File: src/he_pkg.sv
package he_pkg;

	localparam int WORD_W = 32;
	localparam int ADDR_W = 8; // three bases share one config word

	typedef logic [WORD_W-1:0] word_t;
	typedef logic [ADDR_W-1:0] maddr_t;

	// 00 and 11 are reserved and start nothing
	typedef enum logic [1:0] {
		OP_DECRYPT = 2'b01,
		OP_ADD     = 2'b10
	} opcode_e;

	typedef struct packed {
		logic       valid;
		logic [4:0] spare;
		maddr_t     out_base;
		maddr_t     op2_base;
		maddr_t     op1_base;
		opcode_e    opcode;
	} op_cfg_t;

	typedef struct packed {
		logic        cyc;
		logic        stb;
		logic        we;
		logic [3:0]  sel;
		logic [31:0] adr;
		word_t       dat;
	} wb_req_t;

	typedef struct packed {
		logic  ack;
		word_t dat;
	} wb_rsp_t;

	typedef struct packed {
		logic   en;
		maddr_t addr;
		word_t  data;
	} mem_wr_t;

	typedef struct packed {
		logic    valid;
		opcode_e opcode;
		logic    first;
		logic    last;
		maddr_t  out_addr;
	} alu_step_t;

	typedef struct packed {
		mem_wr_t wr;
		logic    last; // final write of a run
	} res_wr_t;

endpackage
File: src/wb_slave.sv
`timescale 1ns/10ps

module wb_slave #(
	parameter logic [31:0] WB_BASE = 32'h3000_0000
) (
	input  logic            clk,
	input  logic            rst_n,
	input  he_pkg::wb_req_t wb_req_i,
	output he_pkg::wb_rsp_t wb_rsp_o,
	output he_pkg::mem_wr_t host_wr_o,
	output logic            cfg_wr_o,
	output he_pkg::op_cfg_t cfg_o,
	output logic            res_rd_en_o,
	output he_pkg::maddr_t  res_rd_addr_o,
	input  he_pkg::word_t   res_rdata_i,
	input  logic            done_i
);
	logic           req;
	logic           access;
	logic           is_cfg;
	logic           is_data;
	logic [31:0]    offset;
	he_pkg::maddr_t index;
	logic           ack_q;
	logic           rd_pend_q;
	logic           rd_cfg_q;
	logic           rd_data_q;
	he_pkg::word_t  dat_q;

	assign req    = wb_req_i.cyc & wb_req_i.stb;
	assign access = req & ~ack_q & ~rd_pend_q; // one shot per request
	assign offset = wb_req_i.adr - (WB_BASE + 32'd4);
	assign is_cfg = wb_req_i.adr == WB_BASE;
	assign is_data = offset[31:he_pkg::ADDR_W+2] == '0; // wraps high below the window
	assign index  = offset[he_pkg::ADDR_W+1:2];

	assign host_wr_o = '{
		en:   access & wb_req_i.we & is_data,
		addr: index,
		data: wb_req_i.dat
	};
	assign cfg_wr_o = access & wb_req_i.we & is_cfg;
	assign cfg_o    = he_pkg::op_cfg_t'(wb_req_i.dat);

	assign res_rd_en_o   = access & ~wb_req_i.we & is_data;
	assign res_rd_addr_o = index;

	always_ff @(posedge clk) begin
		if (!rst_n) begin
			ack_q     <= 1'b0;
			rd_pend_q <= 1'b0;
		end else begin
			ack_q     <= (access & wb_req_i.we) | rd_pend_q;
			rd_pend_q <= access & ~wb_req_i.we; // wait one cycle for ram data
		end
	end

	always_ff @(posedge clk) begin
		if (access) begin
			rd_cfg_q  <= is_cfg;
			rd_data_q <= is_data;
		end
	end

	// status word keeps done in bit 0
	always_ff @(posedge clk) begin
		if (!rst_n)
			dat_q <= '0;
		else if (rd_pend_q) begin
			if (rd_data_q)
				dat_q <= res_rdata_i;
			else if (rd_cfg_q)
				dat_q <= he_pkg::word_t'(done_i);
			else
				dat_q <= '0; // unmapped
		end
	end

	assign wb_rsp_o = '{ack: ack_q, dat: dat_q};

endmodule

File: config.mk
export PLATFORM = sky130hd
export DESIGN_NAME = wb_slave
export DESIGN_NICKNAME = d
export VERILOG_FILES = /design/src/he_pkg.sv /design/src/wb_slave.sv
export SDC_FILE = /design/constraint.sdc
export NUM_CORES = 1
export LEC_CHECK = 0
export CORE_AREA = 2 2 86 88
export DETAILED_ROUTE_END_ITERATION = 7
export DIE_AREA = 0 0 88 90
export DONT_BUFFER_PORTS = 1
export PLACE_DENSITY = 0.46
export SLEW_MARGIN = 40
export SYNTH_ARGS = -nofsm -noshare
export SYNTH_HDL_FRONTEND = slang
export SYNTH_SLANG_ARGS = --single-unit
export TNS_END_PERCENT = 20
File: constraint.sdc
create_clock -name clk -period 2.2 [get_ports clk]
set_input_delay 0.22 -clock clk [delete_from_list [all_inputs] [get_ports clk]]
set_output_delay 0.22 -clock clk [all_outputs]
set_load 0.02 [all_outputs]
==> reports/results.ini <==
[status]
status=completed

[detailed_routing]
avgRoutedWirePerCell_um=14.7
vias=1620
via_per_inst=4.91
drtIter0Drc=49
ant_nets=0
drtPass1Iterations=4
wirelength_mm=4.84
drc=0

[clock_tree]
clock_latency_ps=290
clk_pin_slew_ps=80
clkSinkCount=36
numCtsBuffers=5
cts_setup_buffers=0
cts_htree_levels=2
cts_root_buffer=clkbuf_8
cts_tree=built
clock_path_buffers=2

[synth]
yosysSeqAreaShare=0.304
ys.flop_type=dfxtp_1
synth_cell_types=44
syn-num-nets=402
netlist_instances=295
async_reset_ff_frac=0
ys_ff_latch=36
syn_avg_cell_area_um2=8.25
synth_area_um2=2430
synth_edf_count=2
yosys_warnings=0

[worst_setup_path]
crit_required_ps=1980
critPathMaxStageDelay_ps=490
path_delay_family=simple AND/OR/NAND/NOR gates
crit_start=wb_req_i[35]
path_max_fanout=6
crit_path_cell_trace=inv_1 > ha_4 > or4b_4 > and4bb_2 > nand4_1 > a31oi_2 > and4b_2
crit_type=in2out
setup.worst_path.start_class=primary input
worst-path-buf-inv=1
cp-end-kind=output pin
r2r_start=rd_pend_q
crit_slowest_cell=or4b_4
cp_data_arrival_time_ps=1900

[global_routing]
track_usage=0.122
grt_pass1_vias=1617
grt_start_max_net_pins=35
grt_pass1_wl_mm=7.71
grt_overflow=0
antenna_found_initial=0

[final_layout]
design_area_um2=2210
final_common_cell=nor2b_1
fin_nets=337
n_fill_cell=750
most-common-layout-cells=nor2b_1, dfxtp_1, a21oi_1
drive_above_1_share=0.156
area_growth_pct=-9.10
antenna_cells=0

[timing]
finClkSkew_ps=3.69
hold_viol=0
fin_crit_sh=0.964
period_minus_slack_ps=2120
rsz0062_at_grt=false
fin_tns_setup_ps=0
worst_pin_slew_ps=638
slew_headroom=0.575
max_freq_mhz=472
layout_setup_ws_ps=80.1
setup_viol=0
maxSlewViolCount=0

[placed_design]
postPlaceCellArea_um2=2090
gp_congestion=0.723
preCtsSetupSlack_ps=34.6
io_buffers=0
dpl.hpwl_mm=3.54

[pwr]
power_density_nw_per_um2=617
leakage_uw=0.000775
ir_drop_v=0.000200

[hold_path]
hold_class=in2reg
holdCritStartpoint=rst_n

[floorplanning]
initial_core_util=0.347
die_area_um2=7920
core_um2=7020
die_h_um=90
die_w_um=88
io_pins=222
rows=31

[job]
drv_cap=0

## power by group
part / internal (uW) / total (uW) / leakage, uW / switching [uW]
sequential: 668 / 687 / 0.000292 / 18.5
clock: 290 / 539 / 0.0000523 / 249
combinational: 59.5 / 140 / 0.000430 / 80.6
## cell families (layout without fill, tap and decap cells)
family                   Yosys count  after routing  share of synthesized area
AO/OA/AOI/OAI                     44             44                      0.103
multiplexers                       1              1                    0.00411
adder cells (fa/ha/maj)            1              1                    0.00514
XOR/XNOR                           7              7                     0.0252
flip-flops                        36             36                      0.304
AND/OR/NAND/NOR                  120            120                      0.313
buffers and inverters             86             22                      0.245
## per-layer routing
metal	vias to the layer above	global-route usage	wire [um]	part of all wire
met5	-	0	0	0
met4	0	0.0372	50	0.010
met3	6	0.0725	686	0.14
met2	110	0.197	2190	0.45
met1	715	0.131	1910	0.39
li1	789	-	-	-
## flip-flops by register name, indices dropped and copies added, names as in the netlist
register   cells
ack_q          1
rd_pend_q      1
rd_data_q      1
dat_q         32
rd_cfg_q       1
## synthesized netlist by cell type (2+ instances only)
cell | n | area share
a211oi_1 | 2 | 0.0062
a21oi_1 | 33 | 0.068
and2_1 | 2 | 0.0051
buf_4 | 73 | 0.23
clkbuf_1 | 10 | 0.015
dfxtp_1 | 34 | 0.28
edfxtp_1 | 2 | 0.025
inv_1 | 3 | 0.0046
nand2_1 | 10 | 0.015
nand3_1 | 4 | 0.0082
nor2_1 | 7 | 0.011
nor2b_1 | 65 | 0.17
nor3_1 | 6 | 0.012
nor4_1 | 7 | 0.018
or3_1 | 3 | 0.0077
xnor2_1 | 3 | 0.011
xor2_1 | 4 | 0.014
## worst register-to-register path: stages (launching register included)
cell and delay [ps]:
dfxtp_1 400, and2_2 600, a21oi_1 170, nor2b_1 120
## through the flow
step	std cells	total power (uW)	hold slack, ps	utilization
after floorplan	295	1000	348	-
after global placement	322	843	345	0.297
after detailed placement	322	843	348	0.298
after CTS	330	1390	39.5	0.313
after global routing	330	1450	34.9	0.315
final	330	1370	53.3	0.315
## worst paths after layout
check / to / slack, ps / depth (start not counted)
worst max-delay path: host_wr_o[40] / 80 / 7
worst min-delay path: rd_pend_q / 50 / 1
worst max register to register: dat_q[22] / 850 / 3
worst min register to register: dat_q[0] / 630 / 2
## final cells by class
type | count | area (um^2) | share of cell area
multi-input combinational | 173 | 1140 | 0.517
sequential | 36 | 741 | 0.335
tap | 99 | 124 | 0.0560
clock buffer | 6 | 93.8 | 0.0424
timing repair buffer | 11 | 82.6 | 0.0373
inverter | 3 | 15.0 | 0.00679
clock inverter | 2 | 12.5 | 0.00566
## what timing repair did
item | 4_1_cts | 5_1_grt
endpoints found under the setup margin | 0 | 2
endpoints found under the hold margin | 0 | 0
hold buffers | 0 | 0
gates resized for setup | 0 | 4
(Power assumes the default switching activity.)
