### config.mk
export PLATFORM = sky130hd
export DESIGN_NAME = op_controller
export DESIGN_NICKNAME = d
export VERILOG_FILES = /design/src/he_pkg.sv /design/src/op_controller.sv
export SDC_FILE = /design/constraint.sdc
export NUM_CORES = 1
export LEC_CHECK = 0
export ABC_AREA = 1
export BUFFER_PORTS_ARGS = -buffer_cell sky130_fd_sc_hd__clkbuf_2
export CAP_MARGIN = 10
export CORE_UTILIZATION = 39
export CTS_BUF_LIST = sky130_fd_sc_hd__clkbuf_16
export DETAILED_ROUTE_END_ITERATION = 16
export PLACE_DENSITY = 0.73
export SYNTH_ARGS = -nofsm -noshare
export SYNTH_HDL_FRONTEND = slang
export SYNTH_SLANG_ARGS = --single-unit
### constraint.sdc
create_clock -name clk -period 4.55 [get_ports clk]
set_input_delay 0.2275 -clock clk [delete_from_list [all_inputs] [get_ports clk]]
set_output_delay 0.2275 -clock clk [all_outputs]
set_load 0.005 [all_outputs]
### src/he_pkg.sv
package he_pkg;

	localparam int WORD_W = 32;
	localparam int ADDR_W = 8; // three bases share one config word

	typedef logic [WORD_W-1:0] word_t;
	typedef logic [ADDR_W-1:0] maddr_t;

	// 00 and 11 are reserved and start nothing
	typedef enum logic [1:0] {
		OP_DECRYPT = 2'b01,
		OP_ADD     = 2'b10
	} opcode_e;

	typedef struct packed {
		logic       valid;
		logic [4:0] spare;
		maddr_t     out_base;
		maddr_t     op2_base;
		maddr_t     op1_base;
		opcode_e    opcode;
	} op_cfg_t;

	typedef struct packed {
		logic        cyc;
		logic        stb;
		logic        we;
		logic [3:0]  sel;
		logic [31:0] adr;
		word_t       dat;
	} wb_req_t;

	typedef struct packed {
		logic  ack;
		word_t dat;
	} wb_rsp_t;

	typedef struct packed {
		logic   en;
		maddr_t addr;
		word_t  data;
	} mem_wr_t;

	typedef struct packed {
		logic    valid;
		opcode_e opcode;
		logic    first;
		logic    last;
		maddr_t  out_addr;
	} alu_step_t;

	typedef struct packed {
		mem_wr_t wr;
		logic    last; // final write of a run
	} res_wr_t;

endpackage
### src/op_controller.sv
`timescale 1ns/10ps

module op_controller #(
	parameter int DIMENSION = 2
) (
	input  logic              clk,
	input  logic              rst_n,
	input  logic              cfg_wr_i,
	input  he_pkg::op_cfg_t   cfg_i,
	output logic              rd_en_o,
	output he_pkg::maddr_t    op1_addr_o,
	output he_pkg::maddr_t    op2_addr_o,
	output he_pkg::alu_step_t step_o,
	input  he_pkg::res_wr_t   res_wr_i,
	output logic              done_o
);
	localparam int CNT_W = $clog2(DIMENSION + 2);

	logic            accept;
	logic            last_elem;
	logic            run_q;
	logic            done_q;
	logic [CNT_W-1:0] cnt_q;
	he_pkg::opcode_e opcode_q;
	he_pkg::maddr_t  op1_q;
	he_pkg::maddr_t  op2_q;
	he_pkg::maddr_t  out_q;

	// reserved opcodes and words without valid are dropped here
	assign accept = cfg_wr_i & cfg_i.valid &
		(cfg_i.opcode == he_pkg::OP_DECRYPT || cfg_i.opcode == he_pkg::OP_ADD);
	assign last_elem = cnt_q == CNT_W'(DIMENSION);

	always_ff @(posedge clk) begin
		if (!rst_n) begin
			run_q  <= 1'b0;
			done_q <= 1'b0;
			cnt_q  <= '0;
		end else if (accept) begin
			run_q  <= 1'b1; // restarts even mid-run
			done_q <= 1'b0;
			cnt_q  <= '0;
		end else begin
			if (run_q) begin
				run_q <= ~last_elem;
				cnt_q <= last_elem ? '0 : cnt_q + 1'b1;
			end
			if (res_wr_i.wr.en && res_wr_i.last)
				done_q <= 1'b1;
		end
	end

	always_ff @(posedge clk) begin
		if (accept) begin
			opcode_q <= cfg_i.opcode;
			op1_q    <= cfg_i.op1_base;
			op2_q    <= cfg_i.op2_base;
			out_q    <= cfg_i.out_base;
		end else if (run_q) begin
			op1_q <= op1_q + 1'b1;
			op2_q <= op2_q + 1'b1;
			if (opcode_q == he_pkg::OP_ADD)
				out_q <= out_q + 1'b1; // decrypt keeps one output word
		end
	end

	assign rd_en_o    = run_q;
	assign op1_addr_o = op1_q;
	assign op2_addr_o = op2_q;

	assign step_o = '{
		valid:    run_q,
		opcode:   opcode_q,
		first:    cnt_q == '0,
		last:     last_elem,
		out_addr: out_q
	};

	assign done_o = done_q;

endmodule

==> flow_summary_export.csv <==
group,metric,value,unit
placement,port_buffers,62,
worst_setup_path,ff2ff_path_depth,2,
clock_network,clockBufferDepth,2,
global_routing,overflow,0,
routing,dr.pass1.iters,4,
worst_setup_path,startpoint,"rd_en_o",
logic_synthesis,ys_seq_elements,30,
logic_synthesis,synthCells,202,
run_status,status,"complete, no violations",
sta,worst_slack,3.077,ns
worst_setup_path,cpLargestDelayFamily,"simple AND/OR/NAND/NOR gates",
final_layout,fin_nets,345,
flow_run,max-cap-violations,0,
worst_setup_path,crit_arrival,1.37,ns
final_layout,register_area,860.8,sq um
routing,via_per_inst,4.818,
global_routing,grt_antenna_before_repair,0,
worst_setup_path,start_kind,"flip-flop",
logic_synthesis,synth-seq-area-share,47.68,%
hold_path,hold_class,"primary input to flip-flop",
routing,drt_iter0_markers,65,
die,pin_count,108,
worst_setup_path,crit_path_top_delay_cell,"nand2_1",
clock_network,post_cts_buffers,0,
clock_network,post_cts_resized,0,
die,dieArea,4906,sq um
logic_synthesis,ys.warnings.count,0,
worst_setup_path,reg2reg_from,"rd_en_o",
logic_synthesis,synthDistinctLibCells,22,
global_routing,grtUsageTotal,16.61,%
die,start_util,40.90,%
worst_setup_path,critPathMaxStageDelay,0.56,ns
clock_network,hold_buffers,0,
clock_network,cts.sinks,30,
die,rows,24,
worst_setup_path,crit_path_cell_trace,"inv_1 -> nand2_1",
sta,finalSetupTns,0,ns
placement,dp_slack,2.789,ns
power_and_ir_drop,pwr_density_cell,344.2,nW/um^2
sta,maxSlewViolCount,0,
global_routing,grt_pass1_vias,1480,
worst_setup_path,endpoint,"op1_addr_o[0]",
power_and_ir_drop,p_total,0.0007679,W
logic_synthesis,syn_area,1805,sq um
sta,setup_violations,0,
routing,vias,1532,
sta,final_hold_viol_count,0,
worst_setup_path,cp.required,4.45,ns
final_layout,nFillCells,424,
routing,remaining_drc_errors,0,
placement,routabilityCongestion,0.8277,
sta,timing.final.crit_period,1.473,ns
die,dieHeight,70.04,um
worst_setup_path,crit_buf_inv,1,
clock_network,clkLatencyLatePin,0.27,ns
clock_network,root_buffer,"clkbuf_16",
worst_setup_path,critPathMaxFanout,16,
worst_setup_path,cp-end-kind,"flip-flop",
logic_synthesis,avgSynthCellArea,8.938,sq um
sta,fin_skew,0.006449,ns
routing,wl_per_cell,11.50,um
clock_network,h-tree-depth,2,
final_layout,multi_input_area,787.0,sq um
placement,dpl.hpwl,2.602,mm
die,fp.dieW,70.04,um
worst_setup_path,cp.depth,2,
power_and_ir_drop,vdd_ir_drop_max,0.1534,mV
global_routing,grt_pass1_wl,6.382,mm
global_routing,grt_max_degree,33,
sta,clock.fmax,0.6787,GHz
sta,whs,0.1806,ns
worst_setup_path,critPathKind,"flip-flop to flip-flop",
sta,slew_headroom,51.47,%
power_and_ir_drop,p_leak,1.045,nW
clock_network,cts.clk_slew.worst_paths,0.05,ns
routing,drt_wl_total,3.658,mm
sta,worst_slew_pin_slew,0.7262,ns
clock_network,cts_inserted_buffers,5,
worst_setup_path,rrSetupSlack,3.08,ns
clock_network,cts_tree,"built",
routing,ant_nets,0,
sta,grt_setup_unrepaired,"no",
final_layout,diodes,0,
final_layout,drive_above_1_share,37.97,%
sta,period_share,32.38,%
worst_setup_path,worstReg2RegEnd,"op1_addr_o[0]",
logic_synthesis,synth_fp_nets,282,
die,core_area,4414,sq um
final_layout,area_growth,23.56,%
-- routing by layer --
metal | routed length, um | share of wire [%] | GRT usage (%)
met1 | 1644 | 45 | 20.04
met2 | 1765 | 48 | 27.46
met3 | 232 | 6.3 | 5.339
met4 | 17 | 0.46 | 6.444
met5 | 0 | 0 | 0
-- where the power goes --
part | internal, W | switching (W)
combinational | 0.0000522 | 0.0000634
clock | 0.000196 | 0.000107
sequential | 0.000329 | 0.0000208
-- sequential cells by signal, summed over array words and instances (netlist names) --
register and count:
done_o 1, op2_addr_o 8, op1_addr_o 8, cnt_q 2, rd_en_o 1, out_q 8
opcode_q 2
-- placed cells by master, fill, tap and decap left out, types with 4 or more instances in the layout --
| cell type | Yosys | layout |
|---|---|---|
| nand2_2 | 23 | 23 |
| o21bai_1 | 7 | 7 |
| o21ai_2 | 6 | 6 |
| edfxtp_1 | 26 | 26 |
| nand2_1 | 58 | 58 |
| nor2_1 | 15 | 15 |
| inv_1 | 14 | 17 |
| xnor2_1 | 6 | 6 |
| clkbuf_2 | 0 | 62 |
| clkbuf_16 | 0 | 5 |
| nand3_1 | 22 | 22 |
| dfxtp_1 | 4 | 4 |
-- worst min-delay path by stage --
stage / startpoint / end / slack (ns) / depth (start not counted)
global route: cfg_i[1] / opcode_q[1] / 0.18 / 1
detailed placement: cfg_i[1] / opcode_q[1] / 0.45 / 1
CTS: cfg_i[1] / opcode_q[1] / 0.17 / 1
global placement: cfg_i[1] / opcode_q[1] / 0.45 / 1
floorplan: cfg_i[0] / opcode_q[0] / 0.33 / 0
finish: cfg_i[1] / opcode_q[1] / 0.18 / 1
-- per-stage QoR --
stage | utilization, % | cells | instance area, sq um
global route | 50.54 | 318 | 2231
finish | 50.54 | 318 | 2231
global placement | 47.45 | 310 | 2095
floorplan | - | 202 | 1805
CTS | 50.54 | 318 | 2231
detailed placement | 47.45 | 310 | 2095
-- layout make-up --
| cell class | instances | share of cell area, % |
|---|---|---|
| clock buffer | 5 | 5.609 |
| inverter | 15 | 2.860 |
| multi-input combinational | 150 | 35.28 |
| clock inverter | 3 | 0.5048 |
| timing repair buffer | 63 | 14.25 |
| tap | 52 | 2.916 |
| sequential | 30 | 38.59 |
-- kinds of logic (layout without fill, tap and decap cells) --
logic type / Yosys count / after routing / share of synthesized area (%)
adders and majority gates: 3 / 3 / 2.079
DFF: 30 / 30 / 47.68
xor gates and xnor gates: 6 / 6 / 2.911
and+or+nand+nor: 120 / 120 / 30.22
AOI/OAI and AO/OA: 21 / 21 / 8.385
buffers and inverters: 22 / 86 / 8.732
-- cell usage after synthesis, drive strengths merged --
| master | n | share of area, % |
|---|---|---|
| nand2 | 82 | 21 |
| dfxtp | 4 | 4.4 |
| a21oi | 4 | 1.3 |
| a21boi | 1 | 0.42 |
| xnor2 | 6 | 2.9 |
| nor2 | 16 | 3.5 |
| buf | 7 | 5.2 |
| o21ai | 9 | 3.7 |
| nand3 | 22 | 6.1 |
| ha | 3 | 2.1 |
| edfxtp | 26 | 43 |
| o21bai | 7 | 2.9 |
| inv | 15 | 3.5 |
(Power assumes the default switching activity.)
