<file path="src/he_pkg.sv">
package he_pkg;

	localparam int WORD_W = 32;
	localparam int ADDR_W = 8; // three bases share one config word

	typedef logic [WORD_W-1:0] word_t;
	typedef logic [ADDR_W-1:0] maddr_t;

	// 00 and 11 are reserved and start nothing
	typedef enum logic [1:0] {
		OP_DECRYPT = 2'b01,
		OP_ADD     = 2'b10
	} opcode_e;

	typedef struct packed {
		logic       valid;
		logic [4:0] spare;
		maddr_t     out_base;
		maddr_t     op2_base;
		maddr_t     op1_base;
		opcode_e    opcode;
	} op_cfg_t;

	typedef struct packed {
		logic        cyc;
		logic        stb;
		logic        we;
		logic [3:0]  sel;
		logic [31:0] adr;
		word_t       dat;
	} wb_req_t;

	typedef struct packed {
		logic  ack;
		word_t dat;
	} wb_rsp_t;

	typedef struct packed {
		logic   en;
		maddr_t addr;
		word_t  data;
	} mem_wr_t;

	typedef struct packed {
		logic    valid;
		opcode_e opcode;
		logic    first;
		logic    last;
		maddr_t  out_addr;
	} alu_step_t;

	typedef struct packed {
		mem_wr_t wr;
		logic    last; // final write of a run
	} res_wr_t;

endpackage
</file>
<file path="src/lwe_alu.sv">
`timescale 1ns/10ps

module lwe_alu #(
	parameter int PT_WIDTH = 6
) (
	input  logic              clk,
	input  logic              rst_n,
	input  he_pkg::alu_step_t step_i,
	input  he_pkg::word_t     op1_i,
	input  he_pkg::word_t     op2_i,
	output he_pkg::res_wr_t   res_wr_o
);
	he_pkg::alu_step_t step_q;
	he_pkg::word_t     sum;
	he_pkg::word_t     prod;
	he_pkg::word_t     acc_next;
	he_pkg::word_t     acc_q;
	he_pkg::word_t     pt_word;
	logic              is_add;

	assign is_add = step_q.opcode == he_pkg::OP_ADD;
	assign sum    = op1_i + op2_i;
	assign prod   = op1_i * op2_i; // low word is enough for the pt reduction
	assign acc_next = step_q.first ? prod : acc_q + prod;
	assign pt_word  = {{(he_pkg::WORD_W - PT_WIDTH){1'b0}}, acc_next[PT_WIDTH-1:0]};

	// lines the step up with registered ram data
	always_ff @(posedge clk) begin
		step_q <= step_i;
		if (!rst_n)
			step_q.valid <= 1'b0;
	end

	always_ff @(posedge clk) begin
		if (step_q.valid && !is_add)
			acc_q <= acc_next;
	end

	always_ff @(posedge clk) begin
		res_wr_o.wr.addr <= step_q.out_addr;
		res_wr_o.wr.data <= is_add ? sum : pt_word;
		res_wr_o.wr.en   <= step_q.valid & (is_add | step_q.last);
		res_wr_o.last    <= step_q.valid & step_q.last;
		if (!rst_n) begin
			res_wr_o.wr.en <= 1'b0;
			res_wr_o.last  <= 1'b0;
		end
	end

endmodule

</file>
<file path="config.mk">
export PLATFORM = sky130hd
export DESIGN_NAME = lwe_alu
export DESIGN_NICKNAME = d
export VERILOG_FILES = /design/src/he_pkg.sv /design/src/lwe_alu.sv
export SDC_FILE = /design/constraint.sdc
export NUM_CORES = 1
export LEC_CHECK = 0
export BUFFER_PORTS_ARGS = -buffer_cell sky130_fd_sc_hd__buf_2
export CAP_MARGIN = 15
export CORE_ASPECT_RATIO = 2
export CORE_MARGIN = 2
export CORE_UTILIZATION = 39
export DETAILED_ROUTE_END_ITERATION = 6
export REMOVE_ABC_BUFFERS = 1
export SYNTH_ARGS = -nofsm -noshare
export SYNTH_HDL_FRONTEND = slang
export SYNTH_SLANG_ARGS = --single-unit
</file>
<file path="constraint.sdc">
create_clock -name clk -period 5.05 [get_ports clk]
set_clock_uncertainty 0.15 [all_clocks]
set_input_delay 0.505 -clock clk [delete_from_list [all_inputs] [get_ports clk]]
set_output_delay 0.505 -clock clk [all_outputs]
set_load 0.005 [all_outputs]
</file>
==> results.env <==
OUTCOME='complete, no violations'
CRIT_SLOWEST_CELL='fa_1'
INITIALDRTVIOLATIONCOUNT=67
CTS.SINK_COUNT=61
ALL_LAYER_GR_USAGE_PCT=18.50
POWER_DENSITY_nW_PER_UM2=341.4
DRV_CAP=0
FILLER_CELL_COUNT=916
POST_SYNTH_INSTANCE_AREA_UM2=3760
MAX-CLOCK-PATH-BUFFERS=2
P_INT_mW=1.160
RSZ0062_AT_GRT='false'
ASYNC_SR_FLOP_FRACTION_PCT=0
POST_SYNTH.CELL_AREA_AVG_UM2=9.353
COMBPWRFRAC_PCT=27.1
FLOORPLAN.ROWS=50
FLOORPLAN.IO_PINS=121
P_LEAK_nW=2.340
CRITICAL-PATH-MAX-STAGE-DELAY_NS=0.52
TIMING_HOLD_VIOLATIONS_FINAL=0
NETLIST-CELL-TYPE-COUNT=55
SYN-INSTANCE-COUNT=402
CTS-HTREE-LEVELS=3
POST_ROUTE_CELLS_DRIVE_ABOVE_1_SHARE_PCT=28.33
FIN_SETUP_TNS_NS=0
PLACEMENT.CELL_AREA_UM2=4478
WORST_SUPPLY_VOLTAGE_DROP_ON_VDD_V=0.0002869
FMAX_GHz=0.2318
CTS.CLK_SLEW.WORST_PATHS_NS=0.06
WORST_SLACK_ON_HOLD_PATHS_NS=0.1251
POST-CTS-SETUP-BUFFERS=0
ANTENNA_CELLS=0
WORST_SKEW_PAIR_LATER_PIN_LATENCY_NS=0.33
CRITICAL_PATH_PEAK_FANOUT=6
FIRST_PASS_GRT_WIRE_LENGTH_UM=14910
SEQ_POWER_SHARE_PCT=33.9
SYNTH_ENABLE_FLOP_CELLS=6
DETAIL_ROUTE.WIRELENGTH_UM=9444
POSTSYNTHREGISTERBITS=61
PORTBUFFERS=120
CTS.ROOT.BUFFER_CELL='clkbuf_16'
DETAIL_ROUTE.DRC_VIOLATIONS=0
YOSYSSEQAREASHARE_PCT=34.08
REPORT.FINAL.SETUP_VIOL=0
POWER.SWITCHING_uW=474.7
CP_CELL_SEQUENCE='buf_2, ha_1, fa_1, fa_1, fa_1, ha_1, fa_1, xor2_1, xnor2_1, xnor2_1, xnor2_1, xnor2_1, a21o_1, nand2_1'
DETAIL_ROUTE.FIRST_PASS.ITERATIONS=4
ROUTED-VIA-COUNT=3375
FP.COREAREA_UM2=9384
DIE_X_UM=73.43
CTS_BUFFERS=9
CRIT_TYPE='input port to flop'
WORST_SLEW_PIN_SLEW_NS=0.5711
POSTCTSHOLDBUFS=0
SLEW_HEADROOM_PCT=60.94
DP_HPWL_UM=7583
YS_WARN_COUNT=0
PWR-SHARE-CLK_PCT=39.0
PERIOD_MINUS_SLACK_NS=4.314
GRT_OVERFLOW_TOTAL=0
GRT_ANTENNA_BEFORE_REPAIR=0
CHIPHEIGHT_UM=142.9
AREA_DELTA_SYNTH_FINAL_PCT=27.39
CRITPATHCAPTURETYPE='flop'
ROUTE.DETAILED.WL_PER_INST_UM=14.83
DRT.ANTENNA.VIOLATING_NETS=0
INITIAL_UTILIZATION_PCT=40.07
TRITONCTS='yes'
WORSTSETUPSTARTPOINTTYPE='input port'
GRT_START_MAX_NET_PINS=37
CRITICAL_PATH_REQUIRED_NS=4.98
NUMBER_OF_NETS_IN_THE_LAYOUT=659
FIRST_GLOBAL_VIAS=3403
MOST_COMMON_FLOP_CELL_MAPPED_BY_YOSYS='dfxtp_1'
VIAS_PER_CELL=5.298
POST_CTS.RESIZED_INSTANCES=0
FINALWEIGHTEDCONGESTION=0.8705
LAYOUT_WORST_PATH_CYCLE_SHARE_PCT=85.42
HOLD_CLASS='input port to flop'
CP.ARRIVAL_NS=4.24
SWSHARE_PCT=29.03
DIE_AREA_UM2=10490
FINAL_CELL_AREA_UM2=4790
SLEW_VIOL_FINAL=0
[per-layer routing]
| layer | track usage (%) | share of wire, % | up-vias |
|---|---|---|---|
| li1 | - | - | 1695 |
| met5 | 0 | 0 | - |
| met4 | 8.804 | 3.2 | 0 |
| met2 | 35.89 | 57 | 92 |
| met1 | 17.75 | 36 | 1572 |
| met3 | 3.458 | 3.4 | 16 |
[through the flow]
step	util, %	worst slack [ns]	power (mW)	instances
global placement	47.72	0.4585	0.9998	621
finish	51.04	0.7364	1.635	637
detailed placement	47.72	0.3863	1.010	621
CTS	51.04	0.7231	1.656	637
global route	51.04	0.5588	1.732	637
floorplan	-	0.7322	0.8682	395
[final cells by class]
type / count / area (um^2) / area share, %
tap: 104 / 130.1 / 2.717
inverter: 15 / 56.30 / 1.176
clock inverter: 5 / 57.56 / 1.202
timing repair buffer: 122 / 615.6 / 12.85
clock buffer: 11 / 254.0 / 5.303
multi-input combinational: 319 / 2395 / 50.00
sequential: 61 / 1281 / 26.75
[cell usage after synthesis (all sizes together) (2+ instances only)]
library cell,n,area [um^2]
mux2i,4,40.04
o21bai,3,22.52
nand3b,2,15.01
a21boi,2,15.02
o31ai,2,15.01
clkbuf,6,22.52
a211oi,4,40.03
nand3,8,40.04
dfxtp,55,1101
xor2,17,148.9
ha,45,563.0
mux2,2,22.52
nand2,28,105.1
a21oi,33,172.7
a21o,11,82.58
o21a,6,45.04
fa,7,140.1
and2,16,100.1
nor2,31,116.4
nand4,4,25.02
a31oi,2,12.51
o211ai,6,55.05
a211o,2,17.52
xnor2,15,131.4
o21ai,19,95.09
nand2b,6,37.54
nor2b,5,31.28
nor3,7,35.03
o22ai,3,18.77
o311a,3,30.03
edfxtp,6,180.2
inv,15,56.30
nor3b,3,22.52
and3,3,20.02
or3,7,43.79
[layout by cell type (no fill, tap or decap), types with 4 or more instances in the layout]
master and n:
inv_1 15, o21ai_0 16, xnor2_1 15, o211ai_1 4, mux2i_1 4, clkbuf_16 10
o21a_1 6, nor2_1 31, nand3_1 8, nor3_1 7, nand4_1 4, xor2_1 17
nand2_1 28, or3_1 7, a21oi_1 31, buf_2 120, edfxtp_1 6, dfxtp_1 55
nor2b_1 5, and2_1 16, fa_1 7, a21o_1 11, ha_1 45, nand2b_1 6
[worst paths after layout]
| path | slack, ns | to | depth (start not counted) | startpoint |
|---|---|---|---|---|
| setup / recovery | 0.74 | acc_q[5] | 14 | op1_i[2] |
| hold / removal | 0.13 | step_q[2] | 1 | step_i[2] |
| setup reg to reg | 2.83 | acc_q[5] | 8 | acc_q[1] |
| hold reg to reg | 0.17 | res_wr_o[36] | 0 | step_q[3] |
[flip-flops by register name, indices dropped and copies added, names as in the netlist]
register,cells
res_wr_o,42
acc_q,6
step_q,13
[cell families (layout without fill, tap and decap cells)]
| group | count (synthesis) | after routing | synth area share, % |
|---|---|---|---|
| compound gates | 105 | 105 | 19.33 |
| xor+xnor | 32 | 32 | 7.454 |
| fa+ha+maj | 52 | 52 | 18.70 |
| buf+inv | 22 | 153 | 2.229 |
| flops | 61 | 61 | 34.08 |
| mux | 6 | 6 | 1.664 |
| simple gates | 124 | 124 | 16.54 |
[worst max-delay path: cells and delay by family]
kind	cells	cell delay, ns
buf+inv	1	0.11
xor+xnor	5	0.83
fa+ha+maj	6	2.60
simple gates	1	0.05
compound gates	1	0.13
[power by group through the flow]
stage / Combinational [mW] / Clock [mW] / Sequential, mW
2_1_floorplan: 0.299 / 0 / 0.569
3_3_place_gp: 0.435 / 0 / 0.565
3_5_place_dp: 0.445 / 0 / 0.565
4_1_cts: 0.449 / 0.653 / 0.555
5_1_grt: 0.499 / 0.673 / 0.560
6_report: 0.443 / 0.638 / 0.554
Power figures use the tool's default switching activity.
